`config.mk`:
```
export PLATFORM = sky130hd
export DESIGN_NAME = offload_complex
export DESIGN_NICKNAME = d
export VERILOG_FILES = /design/src/source/offload_pkg.sv /design/src/source/offload_dispatch.sv /design/src/source/cfg_lane.sv /design/src/source/rsp_arbiter.sv /design/src/source/offload_complex.sv
export SDC_FILE = /design/constraint.sdc
export NUM_CORES = 2
export LEC_CHECK = 0
export ABC_AREA = 0
export CAP_MARGIN = 20
export CORE_ASPECT_RATIO = 1.25
export CORE_MARGIN = 2
export CORE_UTILIZATION = 40
export CTS_CLUSTER_SIZE = 16
export DETAILED_ROUTE_END_ITERATION = 12
export DONT_BUFFER_PORTS = 1
export PLACE_DENSITY = 0.52
export SYNTH_ARGS = -nofsm -noshare
export SYNTH_HDL_FRONTEND = slang
export SYNTH_SLANG_ARGS = --single-unit
```
`constraint.sdc`:
```
create_clock -name clk_i -period 7.25 [get_ports clk_i]
set_clock_uncertainty 0.2 [all_clocks]
set_input_delay 1.0875 -clock clk_i [delete_from_list [all_inputs] [get_ports clk_i]]
set_output_delay 1.0875 -clock clk_i [all_outputs]
set_load 0.005 [all_outputs]
```
`src/source/offload_pkg.sv`:
```
/*
  Offload package
  Sizes, funct3 codes and the instruction word view shared by the offload path
*/
package offload_pkg;

  // --------------------
  // Sizes
  // --------------------
  localparam int unsigned NUM_LANES = 4;
  localparam int unsigned LANE_SEL_W = 2;

  // Id 0 means no write-back to the core
  localparam int unsigned ID_W = 5;
  localparam int unsigned DATA_W = 32;

  localparam int unsigned NUM_CFG_REGS = 8;
  localparam int unsigned CFG_IDX_W = 3;

  // --------------------
  // funct3 codes
  // --------------------
  // Address from the immediate
  localparam logic [2:0] FN_READ_IMM = 3'b001;
  localparam logic [2:0] FN_WRITE_IMM = 3'b010;

  // Address from operand B
  localparam logic [2:0] FN_READ_REG = 3'b101;
  localparam logic [2:0] FN_WRITE_REG = 3'b110;

  // --------------------
  // Instruction word
  // --------------------
  // Raw word as issued by the core, or its I-type fields
  typedef union packed {
    logic [31:0] raw;
    struct packed {
      logic [11:0] imm;
      logic [4:0]  rs1;
      logic [2:0]  funct3;
      logic [4:0]  rd;
      logic [6:0]  opcode;
    } itype;
  } offload_op_u;

endpackage

```
`src/source/offload_dispatch.sv`:
```
/*
  Offload dispatcher
  Steers one request to the lane named by its select field
*/
`timescale 1ns/1ps

module offload_dispatch (
  input  logic                                req_valid_i,
  input  logic [offload_pkg::LANE_SEL_W-1:0]  req_sel_i,
  output logic                                req_ready_o,
  output logic [offload_pkg::NUM_LANES-1:0]   lane_valid_o,
  input  logic [offload_pkg::NUM_LANES-1:0]   lane_ready_i
);

  // --------------------
  // Select decode
  // --------------------
  // Only the selected lane sees valid
  always_comb begin
    lane_valid_o = '0;
    lane_valid_o[req_sel_i] = req_valid_i;
  end

  // Handshake completes on the selected lane's ready
  assign req_ready_o = lane_ready_i[req_sel_i];

endmodule

```
`src/source/cfg_lane.sv`:
```
/*
  Configuration lane
  Bank of configuration registers read or written by offloaded instructions,
  with the answer held in a one-entry response buffer
*/
`timescale 1ns/1ps

module cfg_lane (
  input  logic                             clk_i,
  input  logic                             rst_ni,
  input  logic                             req_valid_i,
  output logic                             req_ready_o,
  input  logic [offload_pkg::ID_W-1:0]     req_id_i,
  input  offload_pkg::offload_op_u         req_op_i,
  input  logic [offload_pkg::DATA_W-1:0]   req_arga_i,
  input  logic [offload_pkg::DATA_W-1:0]   req_argb_i,
  output logic                             rsp_valid_o,
  input  logic                             rsp_ready_i,
  output logic [offload_pkg::ID_W-1:0]     rsp_id_o,
  output logic [offload_pkg::DATA_W-1:0]   rsp_data_o,
  output logic                             rsp_error_o
);

  import offload_pkg::*;

  logic [DATA_W-1:0]    cfg_q [NUM_CFG_REGS];
  logic [CFG_IDX_W-1:0] cfg_idx;
  logic                 is_write;
  logic                 is_known;
  logic                 accept;

  logic                 rsp_valid_q;
  logic [ID_W-1:0]      rsp_id_q;
  logic [DATA_W-1:0]    rsp_data_q;
  logic                 rsp_error_q;

  // --------------------
  // Decode
  // --------------------
  // Immediate or operand B gives the address, low bits pick the register
  always_comb begin
    cfg_idx = '0;
    is_write = 1'b0;
    is_known = 1'b1;
    case (req_op_i.itype.funct3)
      FN_READ_IMM: cfg_idx = req_op_i.itype.imm[CFG_IDX_W-1:0];
      FN_WRITE_IMM: begin
        cfg_idx = req_op_i.itype.imm[CFG_IDX_W-1:0];
        is_write = 1'b1;
      end
      FN_READ_REG: cfg_idx = req_argb_i[CFG_IDX_W-1:0];
      FN_WRITE_REG: begin
        cfg_idx = req_argb_i[CFG_IDX_W-1:0];
        is_write = 1'b1;
      end
      default: is_known = 1'b0;
    endcase
  end

  // Buffer free, or emptied this cycle
  assign req_ready_o = ~rsp_valid_q | rsp_ready_i;
  assign accept = req_valid_i & req_ready_o;

  // --------------------
  // Register bank
  // --------------------
  always_ff @(posedge clk_i) begin
    if (rst_ni) begin
      for (int i = 0; i < NUM_CFG_REGS; i++) begin
        cfg_q[i] <= '0;
      end
    end else if (accept && is_known && is_write) begin
      cfg_q[cfg_idx] <= req_arga_i;
    end
  end

  // --------------------
  // Response buffer
  // --------------------
  always_ff @(posedge clk_i) begin
    if (rst_ni) begin
      rsp_valid_q <= 1'b0;
    end else if (accept) begin
      rsp_valid_q <= 1'b1;
    end else if (rsp_ready_i) begin
      rsp_valid_q <= 1'b0;
    end
  end

  // Old register value, writes return id 0 so nothing is written back
  always_ff @(posedge clk_i) begin
    if (accept) begin
      rsp_id_q <= (is_known && is_write) ? '0 : req_id_i;
      rsp_data_q <= is_known ? cfg_q[cfg_idx] : '0;
      rsp_error_q <= ~is_known;
    end
  end

  assign rsp_valid_o = rsp_valid_q;
  assign rsp_id_o = rsp_id_q;
  assign rsp_data_o = rsp_data_q;
  assign rsp_error_o = rsp_error_q;

  // Stalled response stays put until taken
  assert property (@(posedge clk_i) disable iff (rst_ni)
    rsp_valid_o && !rsp_ready_i |=> rsp_valid_o && $stable(rsp_data_o) && $stable(rsp_id_o))
    else $error("cfg_lane: stalled response changed");

endmodule

```
`src/source/rsp_arbiter.sv`:
```
/*
  Response arbiter
  Round-robin merge of the lane responses into one registered output stream
*/
`timescale 1ns/1ps

module rsp_arbiter (
  input  logic                                                   clk_i,
  input  logic                                                   rst_ni,
  input  logic [offload_pkg::NUM_LANES-1:0]                      in_valid_i,
  output logic [offload_pkg::NUM_LANES-1:0]                      in_ready_o,
  input  logic [offload_pkg::NUM_LANES-1:0][offload_pkg::ID_W-1:0]   in_id_i,
  input  logic [offload_pkg::NUM_LANES-1:0][offload_pkg::DATA_W-1:0] in_data_i,
  input  logic [offload_pkg::NUM_LANES-1:0]                      in_error_i,
  output logic                                                   out_valid_o,
  input  logic                                                   out_ready_i,
  output logic [offload_pkg::ID_W-1:0]                           out_id_o,
  output logic [offload_pkg::DATA_W-1:0]                         out_data_o,
  output logic                                                   out_error_o,
  output logic [offload_pkg::LANE_SEL_W-1:0]                     out_lane_o
);

  import offload_pkg::*;

  logic [LANE_SEL_W-1:0] rr_q;
  logic [LANE_SEL_W-1:0] grant_idx;
  logic                  found;
  logic                  load;
  logic                  grant;

  logic                  out_valid_q;
  logic [ID_W-1:0]       out_id_q;
  logic [DATA_W-1:0]     out_data_q;
  logic                  out_error_q;
  logic [LANE_SEL_W-1:0] out_lane_q;

  // --------------------
  // Lane pick
  // --------------------
  // First valid lane at or after the pointer
  always_comb begin
    logic [LANE_SEL_W-1:0] idx;
    found = 1'b0;
    grant_idx = '0;
    for (int i = 0; i < NUM_LANES; i++) begin
      idx = LANE_SEL_W'((int'(rr_q) + i) % NUM_LANES);
      if (!found && in_valid_i[idx]) begin
        found = 1'b1;
        grant_idx = idx;
      end
    end
  end

  // Output register empty or draining
  assign load = ~out_valid_q | out_ready_i;
  assign grant = found & load;

  always_comb begin
    in_ready_o = '0;
    in_ready_o[grant_idx] = grant;
  end

  // --------------------
  // Pointer and output register
  // --------------------
  always_ff @(posedge clk_i) begin
    if (rst_ni) begin
      rr_q <= '0;
      out_valid_q <= 1'b0;
    end else begin
      if (grant) begin
        rr_q <= LANE_SEL_W'((int'(grant_idx) + 1) % NUM_LANES);
        out_valid_q <= 1'b1;
      end else if (out_ready_i) begin
        out_valid_q <= 1'b0;
      end
    end
  end

  always_ff @(posedge clk_i) begin
    if (grant) begin
      out_id_q <= in_id_i[grant_idx];
      out_data_q <= in_data_i[grant_idx];
      out_error_q <= in_error_i[grant_idx];
      out_lane_q <= grant_idx;
    end
  end

  assign out_valid_o = out_valid_q;
  assign out_id_o = out_id_q;
  assign out_data_o = out_data_q;
  assign out_error_o = out_error_q;
  assign out_lane_o = out_lane_q;

  // Single grant, and only to a lane that offers a response
  assert property (@(posedge clk_i) disable iff (rst_ni)
    $onehot0(in_ready_o) && ((in_ready_o & ~in_valid_i) == '0))
    else $error("rsp_arbiter: bad grant %b for valid %b", in_ready_o, in_valid_i);

endmodule

```
`src/source/offload_complex.sv`:
```
/*
  Offload complex top level
  Dispatches core offload requests to the configuration lanes and
  merges their responses back into one stream
*/
`timescale 1ns/1ps

module offload_complex (
  input  logic                               clk_i,
  input  logic                               rst_ni,
  input  logic                               req_valid_i,
  output logic                               req_ready_o,
  input  logic [offload_pkg::LANE_SEL_W-1:0] req_sel_i,
  input  logic [offload_pkg::ID_W-1:0]       req_id_i,
  input  logic [31:0]                        req_op_i,
  input  logic [offload_pkg::DATA_W-1:0]     req_arga_i,
  input  logic [offload_pkg::DATA_W-1:0]     req_argb_i,
  output logic                               rsp_valid_o,
  input  logic                               rsp_ready_i,
  output logic [offload_pkg::ID_W-1:0]       rsp_id_o,
  output logic [offload_pkg::DATA_W-1:0]     rsp_data_o,
  output logic                               rsp_error_o,
  output logic [offload_pkg::LANE_SEL_W-1:0] rsp_lane_o
);

  import offload_pkg::*;

  logic [NUM_LANES-1:0]             lane_valid;
  logic [NUM_LANES-1:0]             lane_ready;
  logic [NUM_LANES-1:0]             lane_rsp_valid;
  logic [NUM_LANES-1:0]             lane_rsp_ready;
  logic [NUM_LANES-1:0][ID_W-1:0]   lane_rsp_id;
  logic [NUM_LANES-1:0][DATA_W-1:0] lane_rsp_data;
  logic [NUM_LANES-1:0]             lane_rsp_error;

  // --------------------
  // Request side
  // --------------------
  offload_dispatch i_dispatch (
    .req_valid_i  (req_valid_i),
    .req_sel_i    (req_sel_i),
    .req_ready_o  (req_ready_o),
    .lane_valid_o (lane_valid),
    .lane_ready_i (lane_ready)
  );

  // Request payload fans out to every lane
  for (genvar k = 0; k < NUM_LANES; k++) begin : gen_lane
    cfg_lane i_lane (
      .clk_i       (clk_i),
      .rst_ni      (rst_ni),
      .req_valid_i (lane_valid[k]),
      .req_ready_o (lane_ready[k]),
      .req_id_i    (req_id_i),
      .req_op_i    (req_op_i),
      .req_arga_i  (req_arga_i),
      .req_argb_i  (req_argb_i),
      .rsp_valid_o (lane_rsp_valid[k]),
      .rsp_ready_i (lane_rsp_ready[k]),
      .rsp_id_o    (lane_rsp_id[k]),
      .rsp_data_o  (lane_rsp_data[k]),
      .rsp_error_o (lane_rsp_error[k])
    );
  end

  // --------------------
  // Response side
  // --------------------
  rsp_arbiter i_arbiter (
    .clk_i       (clk_i),
    .rst_ni      (rst_ni),
    .in_valid_i  (lane_rsp_valid),
    .in_ready_o  (lane_rsp_ready),
    .in_id_i     (lane_rsp_id),
    .in_data_i   (lane_rsp_data),
    .in_error_i  (lane_rsp_error),
    .out_valid_o (rsp_valid_o),
    .out_ready_i (rsp_ready_i),
    .out_id_o    (rsp_id_o),
    .out_data_o  (rsp_data_o),
    .out_error_o (rsp_error_o),
    .out_lane_o  (rsp_lane_o)
  );

endmodule

```
## After elaboration in Yosys (flattened, before gate mapping)

Memories as Yosys holds them, arrays and structs flattened. A register that Yosys moved wholly into a read port is not among the register bits.
Index checks and enable logic that the tools add are counted.

- Register bits: 71
- RAM bits: 1,024
- Bits of input ports: 107
- Output and inout bits: 42
- Logic and storage cells: 158
- Memories kept: 4

- Add/subtract/negate cells: 4
- Order comparisons: 8
- Equality and inequality tests: 4
- Multiplexer cells: 68
- Bitwise gates (word level): 18
- Reduce and logical (&&, ||, !) cells: 34

Memories:

| memory | words | width | read ports | clocked after memory_dff | wr ports | RTL line | text |
|---|---|---|---|---|---|---|---|
| gen_lane[0].i_lane.cfg_q | 8 | 32 | 1 | 1 | 8 | cfg_lane.sv:26 | `logic [DATA_W-1:0] cfg_q [NUM_CFG_REGS];` |
| gen_lane[1].i_lane.cfg_q | 8 | 32 | 1 | 1 | 8 | cfg_lane.sv:26 |  |
| gen_lane[2].i_lane.cfg_q | 8 | 32 | 1 | 1 | 8 | cfg_lane.sv:26 |  |
| gen_lane[3].i_lane.cfg_q | 8 | 32 | 1 | 1 | 8 | cfg_lane.sv:26 |  |

Operator list:

| kind | count |
|---|---|
| $mux W32 | 5 |
| $reduce_or A32 Y1 | 4 |
| $bmux W32 S2 | 1 |
| $mux W1 | 42 |
| $lt A2 B3 Y1 const B | 6 |
| $logic_and A1 B1 Y1 | 14 |
| $bmux W1 S2 | 6 |
| $mux W3 | 4 |
| $bmux W5 S2 | 1 |
| $mux W5 | 2 |
| $reduce_bool A2 Y1 | 5 |
| $and A4 B4 Y4 | 2 |
| $mux W2 | 4 |
| $logic_not A1 Y1 | 7 |
| $eq A3 B3 Y1 const B | 2 |
| $not A1 Y1 | 6 |
| $pmux W3 S2 | 1 |
| $reduce_or A2 Y1 | 3 |
| $and A1 B1 Y1 | 5 |
| $or A1 B1 Y1 | 5 |
| $add A2 B1 Y2 const B | 2 |
| $add A2 B2 Y2 const B | 2 |
| $demux W1 S2 | 2 |
| $ge A2 B1 Y1 const B | 2 |
| other kinds (3) | 3 |

## Longest topological paths before layout

- Depth in word-level cells: 26
- Depth in mapped cells: 11
- Depth with buffers taken out: 6

## By module

From an unflattened synthesis, not the netlist that was laid out.

- Cell total of the unflattened synthesis: 4,628
- Area, all modules: 56,584.3 sq um

Modules (own cells, without submodules):

| module | instances | cells each | area each (sq um) | seq. area each (sq um) |
|---|---|---|---|---|
| cfg_lane (gen_lane[2].i_lane ...) | 2 | 1,106 | 13,440.4 | 8,848.5 |
| cfg_lane (gen_lane[1].i_lane) | 1 | 1,106 | 13,436.6 | 8,848.5 |
| cfg_lane (gen_lane[0].i_lane) | 1 | 1,106 | 13,434.1 | 8,848.5 |
| rsp_arbiter | 1 | 199 | 2,775.2 | 1,261.2 |
| offload_dispatch | 1 | 5 | 57.6 | 0.0 |

## Worst setup path after synthesis

OpenSTA, ideal clock, no wires.

- Path type: input-to-reg
- Start: input req_op_i[14]
- End: memory gen_lane[0].i_lane.cfg_q[0][0] (enable)
- Library setup time: 0.510 ns
- Arrival time: 5.720 ns
- Required time: 6.540 ns
- Path slack: 0.820 ns
- Stages: 7
- Path buffers: 3
- Cells stage by stage: buf_4 -> mux2_2 -> buf_2 -> o21ai_1 -> nand2_1 -> clkbuf_1 -> o41ai_1

RTL lines:

| item | RTL line | text |
|---|---|---|
| start: declaration | offload_complex.sv:15 | `input logic [31:0] req_op_i,` |
| end: declaration | cfg_lane.sv:26 |  |

## Worst setup path in the final report

- Start: register gen_lane[1].i_lane.rsp_valid_q
- End: output req_ready_o

- Word-level cells in the longest chain between the ends: 20
- Elaborated cells on any way between the ends: 36
- Classes of those cells: 2 x order compare; 20 x mux; 7 x bitwise; 7 x reduce/logical

RTL lines:

| item | RTL line | text |
|---|---|---|
| start: declaration | cfg_lane.sv:32 | `logic rsp_valid_q;` |
| start signal: assignment | cfg_lane.sv:82 | `rsp_valid_q <= 1'b0;` |
| start signal: assignment | cfg_lane.sv:84 | `rsp_valid_q <= 1'b1;` |
| start signal: assignment | cfg_lane.sv:86 | `rsp_valid_q <= 1'b0;` |
| $bmux W1 S2 | rsp_arbiter.sv:47 | `if (!found && in_valid_i[idx]) begin` |
| $mux W1 (implied by the code) | rsp_arbiter.sv:47 |  |
| $mux W1 | rsp_arbiter.sv:47 |  |
| $logic_not A1 Y1 | rsp_arbiter.sv:47 |  |
| $logic_and A1 B1 Y1 | rsp_arbiter.sv:47 |  |
| $mux W1 | rsp_arbiter.sv:47 |  |
| $logic_not A1 Y1 | rsp_arbiter.sv:47 |  |
| $logic_and A1 B1 Y1 | rsp_arbiter.sv:47 |  |
| (+4 left out) | n/a |  |
| $lt A2 B3 Y1 (implied by the code) or $ge A2 B1 Y1 (tied branches) | rsp_arbiter.sv:60 | `in_ready_o[grant_idx] = grant;` |
| $logic_and A1 B1 Y1 (implied by the code) | rsp_arbiter.sv:60 |  |
| $mux W1 (implied by the code) | rsp_arbiter.sv:60 |  |
| $demux W1 S2 | n/a |  |
| $and A4 B4 Y4 (no source line) | n/a |  |
| $or A1 B1 Y1 | cfg_lane.sv:61 | `assign req_ready_o = ~rsp_valid_q \| rsp_ready_i;` |
| $bmux W1 S2 * | offload_dispatch.sv:25 | `assign req_ready_o = lane_ready_i[req_sel_i];` |
| $mux W1 (implied by the code) * | offload_dispatch.sv:25 |  |
| end: declaration | offload_complex.sv:12 | `output logic req_ready_o,` |

Mark *: on every way between the ends. The rest lies on a longest branch, timed or not. The select of a mux whose other input is x is not followed.

==> reports/qor.yml <==
timing:
  setup_tns_ns: 0
  finalCritPeriodShare: 0.647
  finalSetupViolCount: 0
  period_minus_slack_ns: 4.69
  max_slew_margin: 0.198
  timing.fmax_ghz: 0.213
  hold_viol: 0
  rsz0062_at_grt: "false"
  tightestPinTransition_ns: 1.20
  slew_viol_final: 0
  fin_ws_ns: 2.56
global_routing:
  first_global_vias: 37323
  grt_pass1_wl_mm: 290
  grt_max_degree: 305
  antenna_found_initial: 14
  grt_overflow: 0
  groute.usage.overall: 0.296
clock_network:
  post_cts_buffers: 0
  clk_latency_ns: 0.79
  clockRootBuffer: "clkbuf_16"
  numCtsBuffers: 134
  cts.clk_slew.worst_paths_ns: 0.06
  cts_tree: "built"
  cts_hold_buf: 0
  cts.htree.levels: 4
  clock_path_buffers: 3
  cts.sinks: 1223
  cts.repair.resized: 0
setup_path:
  critical_path.cell_chain: "nand2b_1, a21oi_1, or3_4, buf_4, o311ai_0, o2bb2ai_1"
  path_buf_inv: 1
  crit_family: "compound AO/OA/AOI/OAI gates"
  path_max_fanout: 28
  r2r-end: "i_arbiter.out_data_o[25]$_DFFE_PP_"
  required_ns: 5.96
  r2r_slack_ns: 2.69
  critPathKind: "reg -> out"
  critPathArrivalTime_ns: 3.41
  rr_startpoint: "i_arbiter.rr_q[1]$_SDFFE_PP0P_"
  cp-end-kind: "output pin"
  ff2ff_path_depth: 7
  cp-start-kind: "flop"
  slowest_delay_ns: 0.57
  crit_slowest_cell: "or3_4"
routing:
  drt-pass1-iter-count: 6
  vias: 38949
  drcViolationCount: 0
  drt_iter0_drc: 4701
  wire_per_inst_um: 34.9
  routed_via_density: 6.54
  finalWirelength_mm: 208
  ant_nets: 0
layout:
  final_layout_size_suffix_gt1_frac: 0.105
  seqCellArea_um2: 36700
  final_cells: 5953
  final_nets: 4195
  multi_input_area_um2: 16200
  n_fill_cell: 12187
  area_growth_pct: 12.2
logic_synthesis:
  synth_area_um2: 54000
  synth-seq-cells: 1223
  ys_seq_area_frac: 0.678
  synth.most_common_cell: "edfxtp_1"
  syn_avg_cell_area_um2: 12.7
  synth_top_area_cell: "edfxtp_1"
  ys_types: 55
  synthArstFlopShare: 0
  synth-main-ff-cell: "edfxtp_1"
  yosys-top-cells-count: "edfxtp_1, nor2_1, clkbuf_1"
  yosysWarnings: 0
  synth.area.top_cells: "edfxtp_1, mux2i_1, nor2_1"
  synth_top_area_share: 0.676
  synth-edff-count: 1216
  synth_nets: 4369
  netlist_instances: 4262
worst_hold_path:
  hold_class: "in -> reg"
  hold_depth: 1
  whs_endpoint: "gen_lane[3].i_lane.rsp_valid_o$_SDFFE_PP0P_"
  hold_start: "rst_ni"
die:
  die_area_um2: 138000
  initial_core_util: 0.403
  num_io_pins: 149
  die_h_um: 415
  die_w_um: 333
  coreArea_um2: 134000
  rows: 150
pwr:
  ir_drop_mv: 0.190
  power_density_nw_per_um2: 274
  p_total_mw: 16.6
  p_leak_nw: 20.1
place:
  dp_hpwl_mm: 109
  numPlacedInstances: 5700
  place.gp.congestion: 0.810
  place_ws_ns: 2.15
  portBuffers: 0
outcome:
  status: "completed"
flow_run:
  maxCapViolCount: 0
==> state kept, by name, indices dropped and copies added, names as in the netlist <==
register and count:
gen_lane.i_lane.cfg_q 1024, gen_lane.i_lane.rsp_id_o 20, i_arbiter.out_valid_o 1, i_arbiter.out_lane_o 2, i_arbiter.out_data_o 32, i_arbiter.out_error_o 1, gen_lane.i_lane.rsp_data_o 128, gen_lane.i_lane.rsp_valid_o 4
gen_lane.i_lane.rsp_error_o 4, i_arbiter.out_id_o 5, i_arbiter.rr_q 2
==> stage by stage <==
| step | instance area (um2) | utilization | hold WS, ns |
|---|---|---|---|
| final | 60600 | 0.452 | 0.171 |
| after global routing | 60600 | 0.452 | 0.153 |
| after CTS | 60600 | 0.452 | 0.134 |
| after detailed placement | 56400 | 0.421 | 0.369 |
| after global placement | 56400 | 0.421 | 0.359 |
| after floorplan | 54000 | - | 0.300 |
==> power by group <==
| part | internal (mW) | switching [mW] | leakage, nW |
|---|---|---|---|
| Combinational | 0.429 | 1.37 | 5.53 |
| Clock | 3.81 | 2.88 | 2.04 |
| Sequential | 8.06 | 0.0822 | 12.5 |
| Total | 12.3 | 4.33 | 20.1 |
==> cell type report <==
| class | count | share of cell area |
|---|---|---|
| Antenna cell | 15 | 0.000619 |
| Timing Repair Buffer | 150 | 0.0221 |
| Inverter | 13 | 0.000887 |
| Tap cell | 1748 | 0.0361 |
| Clock buffer | 170 | 0.0596 |
| Multi-Input combinational cell | 2566 | 0.267 |
| Sequential cell | 1223 | 0.605 |
| Clock inverter | 68 | 0.00945 |
==> how the worst max path moves through the flow <==
| stage | startpoint | to | slack, ns | cells after the start |
|---|---|---|---|---|
| 6_report | gen_lane[1].i_lane.rsp_valid_o$_SDFFE_PP0P_ | req_ready_o | 2.56 | 6 |
| 5_1_grt | gen_lane[1].i_lane.rsp_valid_o$_SDFFE_PP0P_ | req_ready_o | 2.42 | 6 |
| 4_1_cts | gen_lane[1].i_lane.rsp_valid_o$_SDFFE_PP0P_ | req_ready_o | 2.53 | 6 |
| 3_5_place_dp | req_op_i[12] | gen_lane[1].i_lane.cfg_q[6][4]$_SDFFCE_PN0P_ | 2.15 | 8 |
| 3_3_place_gp | req_op_i[12] | gen_lane[1].i_lane.cfg_q[6][4]$_SDFFCE_PN0P_ | 2.18 | 8 |
| 2_1_floorplan | req_op_i[14] | gen_lane[0].i_lane.cfg_q[0][0]$_SDFFCE_PN0P_ | 0.82 | 7 |
==> cell usage in the layout, fill, tap and decap left out, types with 17 or more instances in the layout <==
cell type	count
edfxtp_1	1216
nor2_1	559
nor3_1	258
nor4_1	257
mux2i_1	238
a21oi_1	172
nand2_1	167
clkbuf_16	140
buf_4	133
and3_1	124
a211oi_1	123
a211o_1	100
nand3_1	82
a221oi_1	66
o21ai_0	62
a22oi_1	50
a21o_1	35
clkinv_1	30
clkbuf_1	30
o21ai_4	26
and2_1	20
buf_12	17
==> metal layers <==
metal	up-vias	global-route usage	wire length (um)
met2	2253	0.469	96600
li1	16127	-	-
met4	14	0.131	9240
met1	20081	0.394	81600
met3	474	0.0624	20400
met5	-	0	93
==> cells by family (layout without fill, tap and decap cells) <==
logic type             Yosys count  in the layout  synth area share
XOR/XNOR                         2              2          0.000463
multiplexers                   251            251            0.0470
AO/OA/AOI/OAI                  789            789             0.104
flip-flops                    1223           1223             0.678
other                            0             15                 0
AND/OR/NAND/NOR               1524           1524             0.135
buffers and inverters          473            401            0.0357
(Power assumes the default switching activity.)
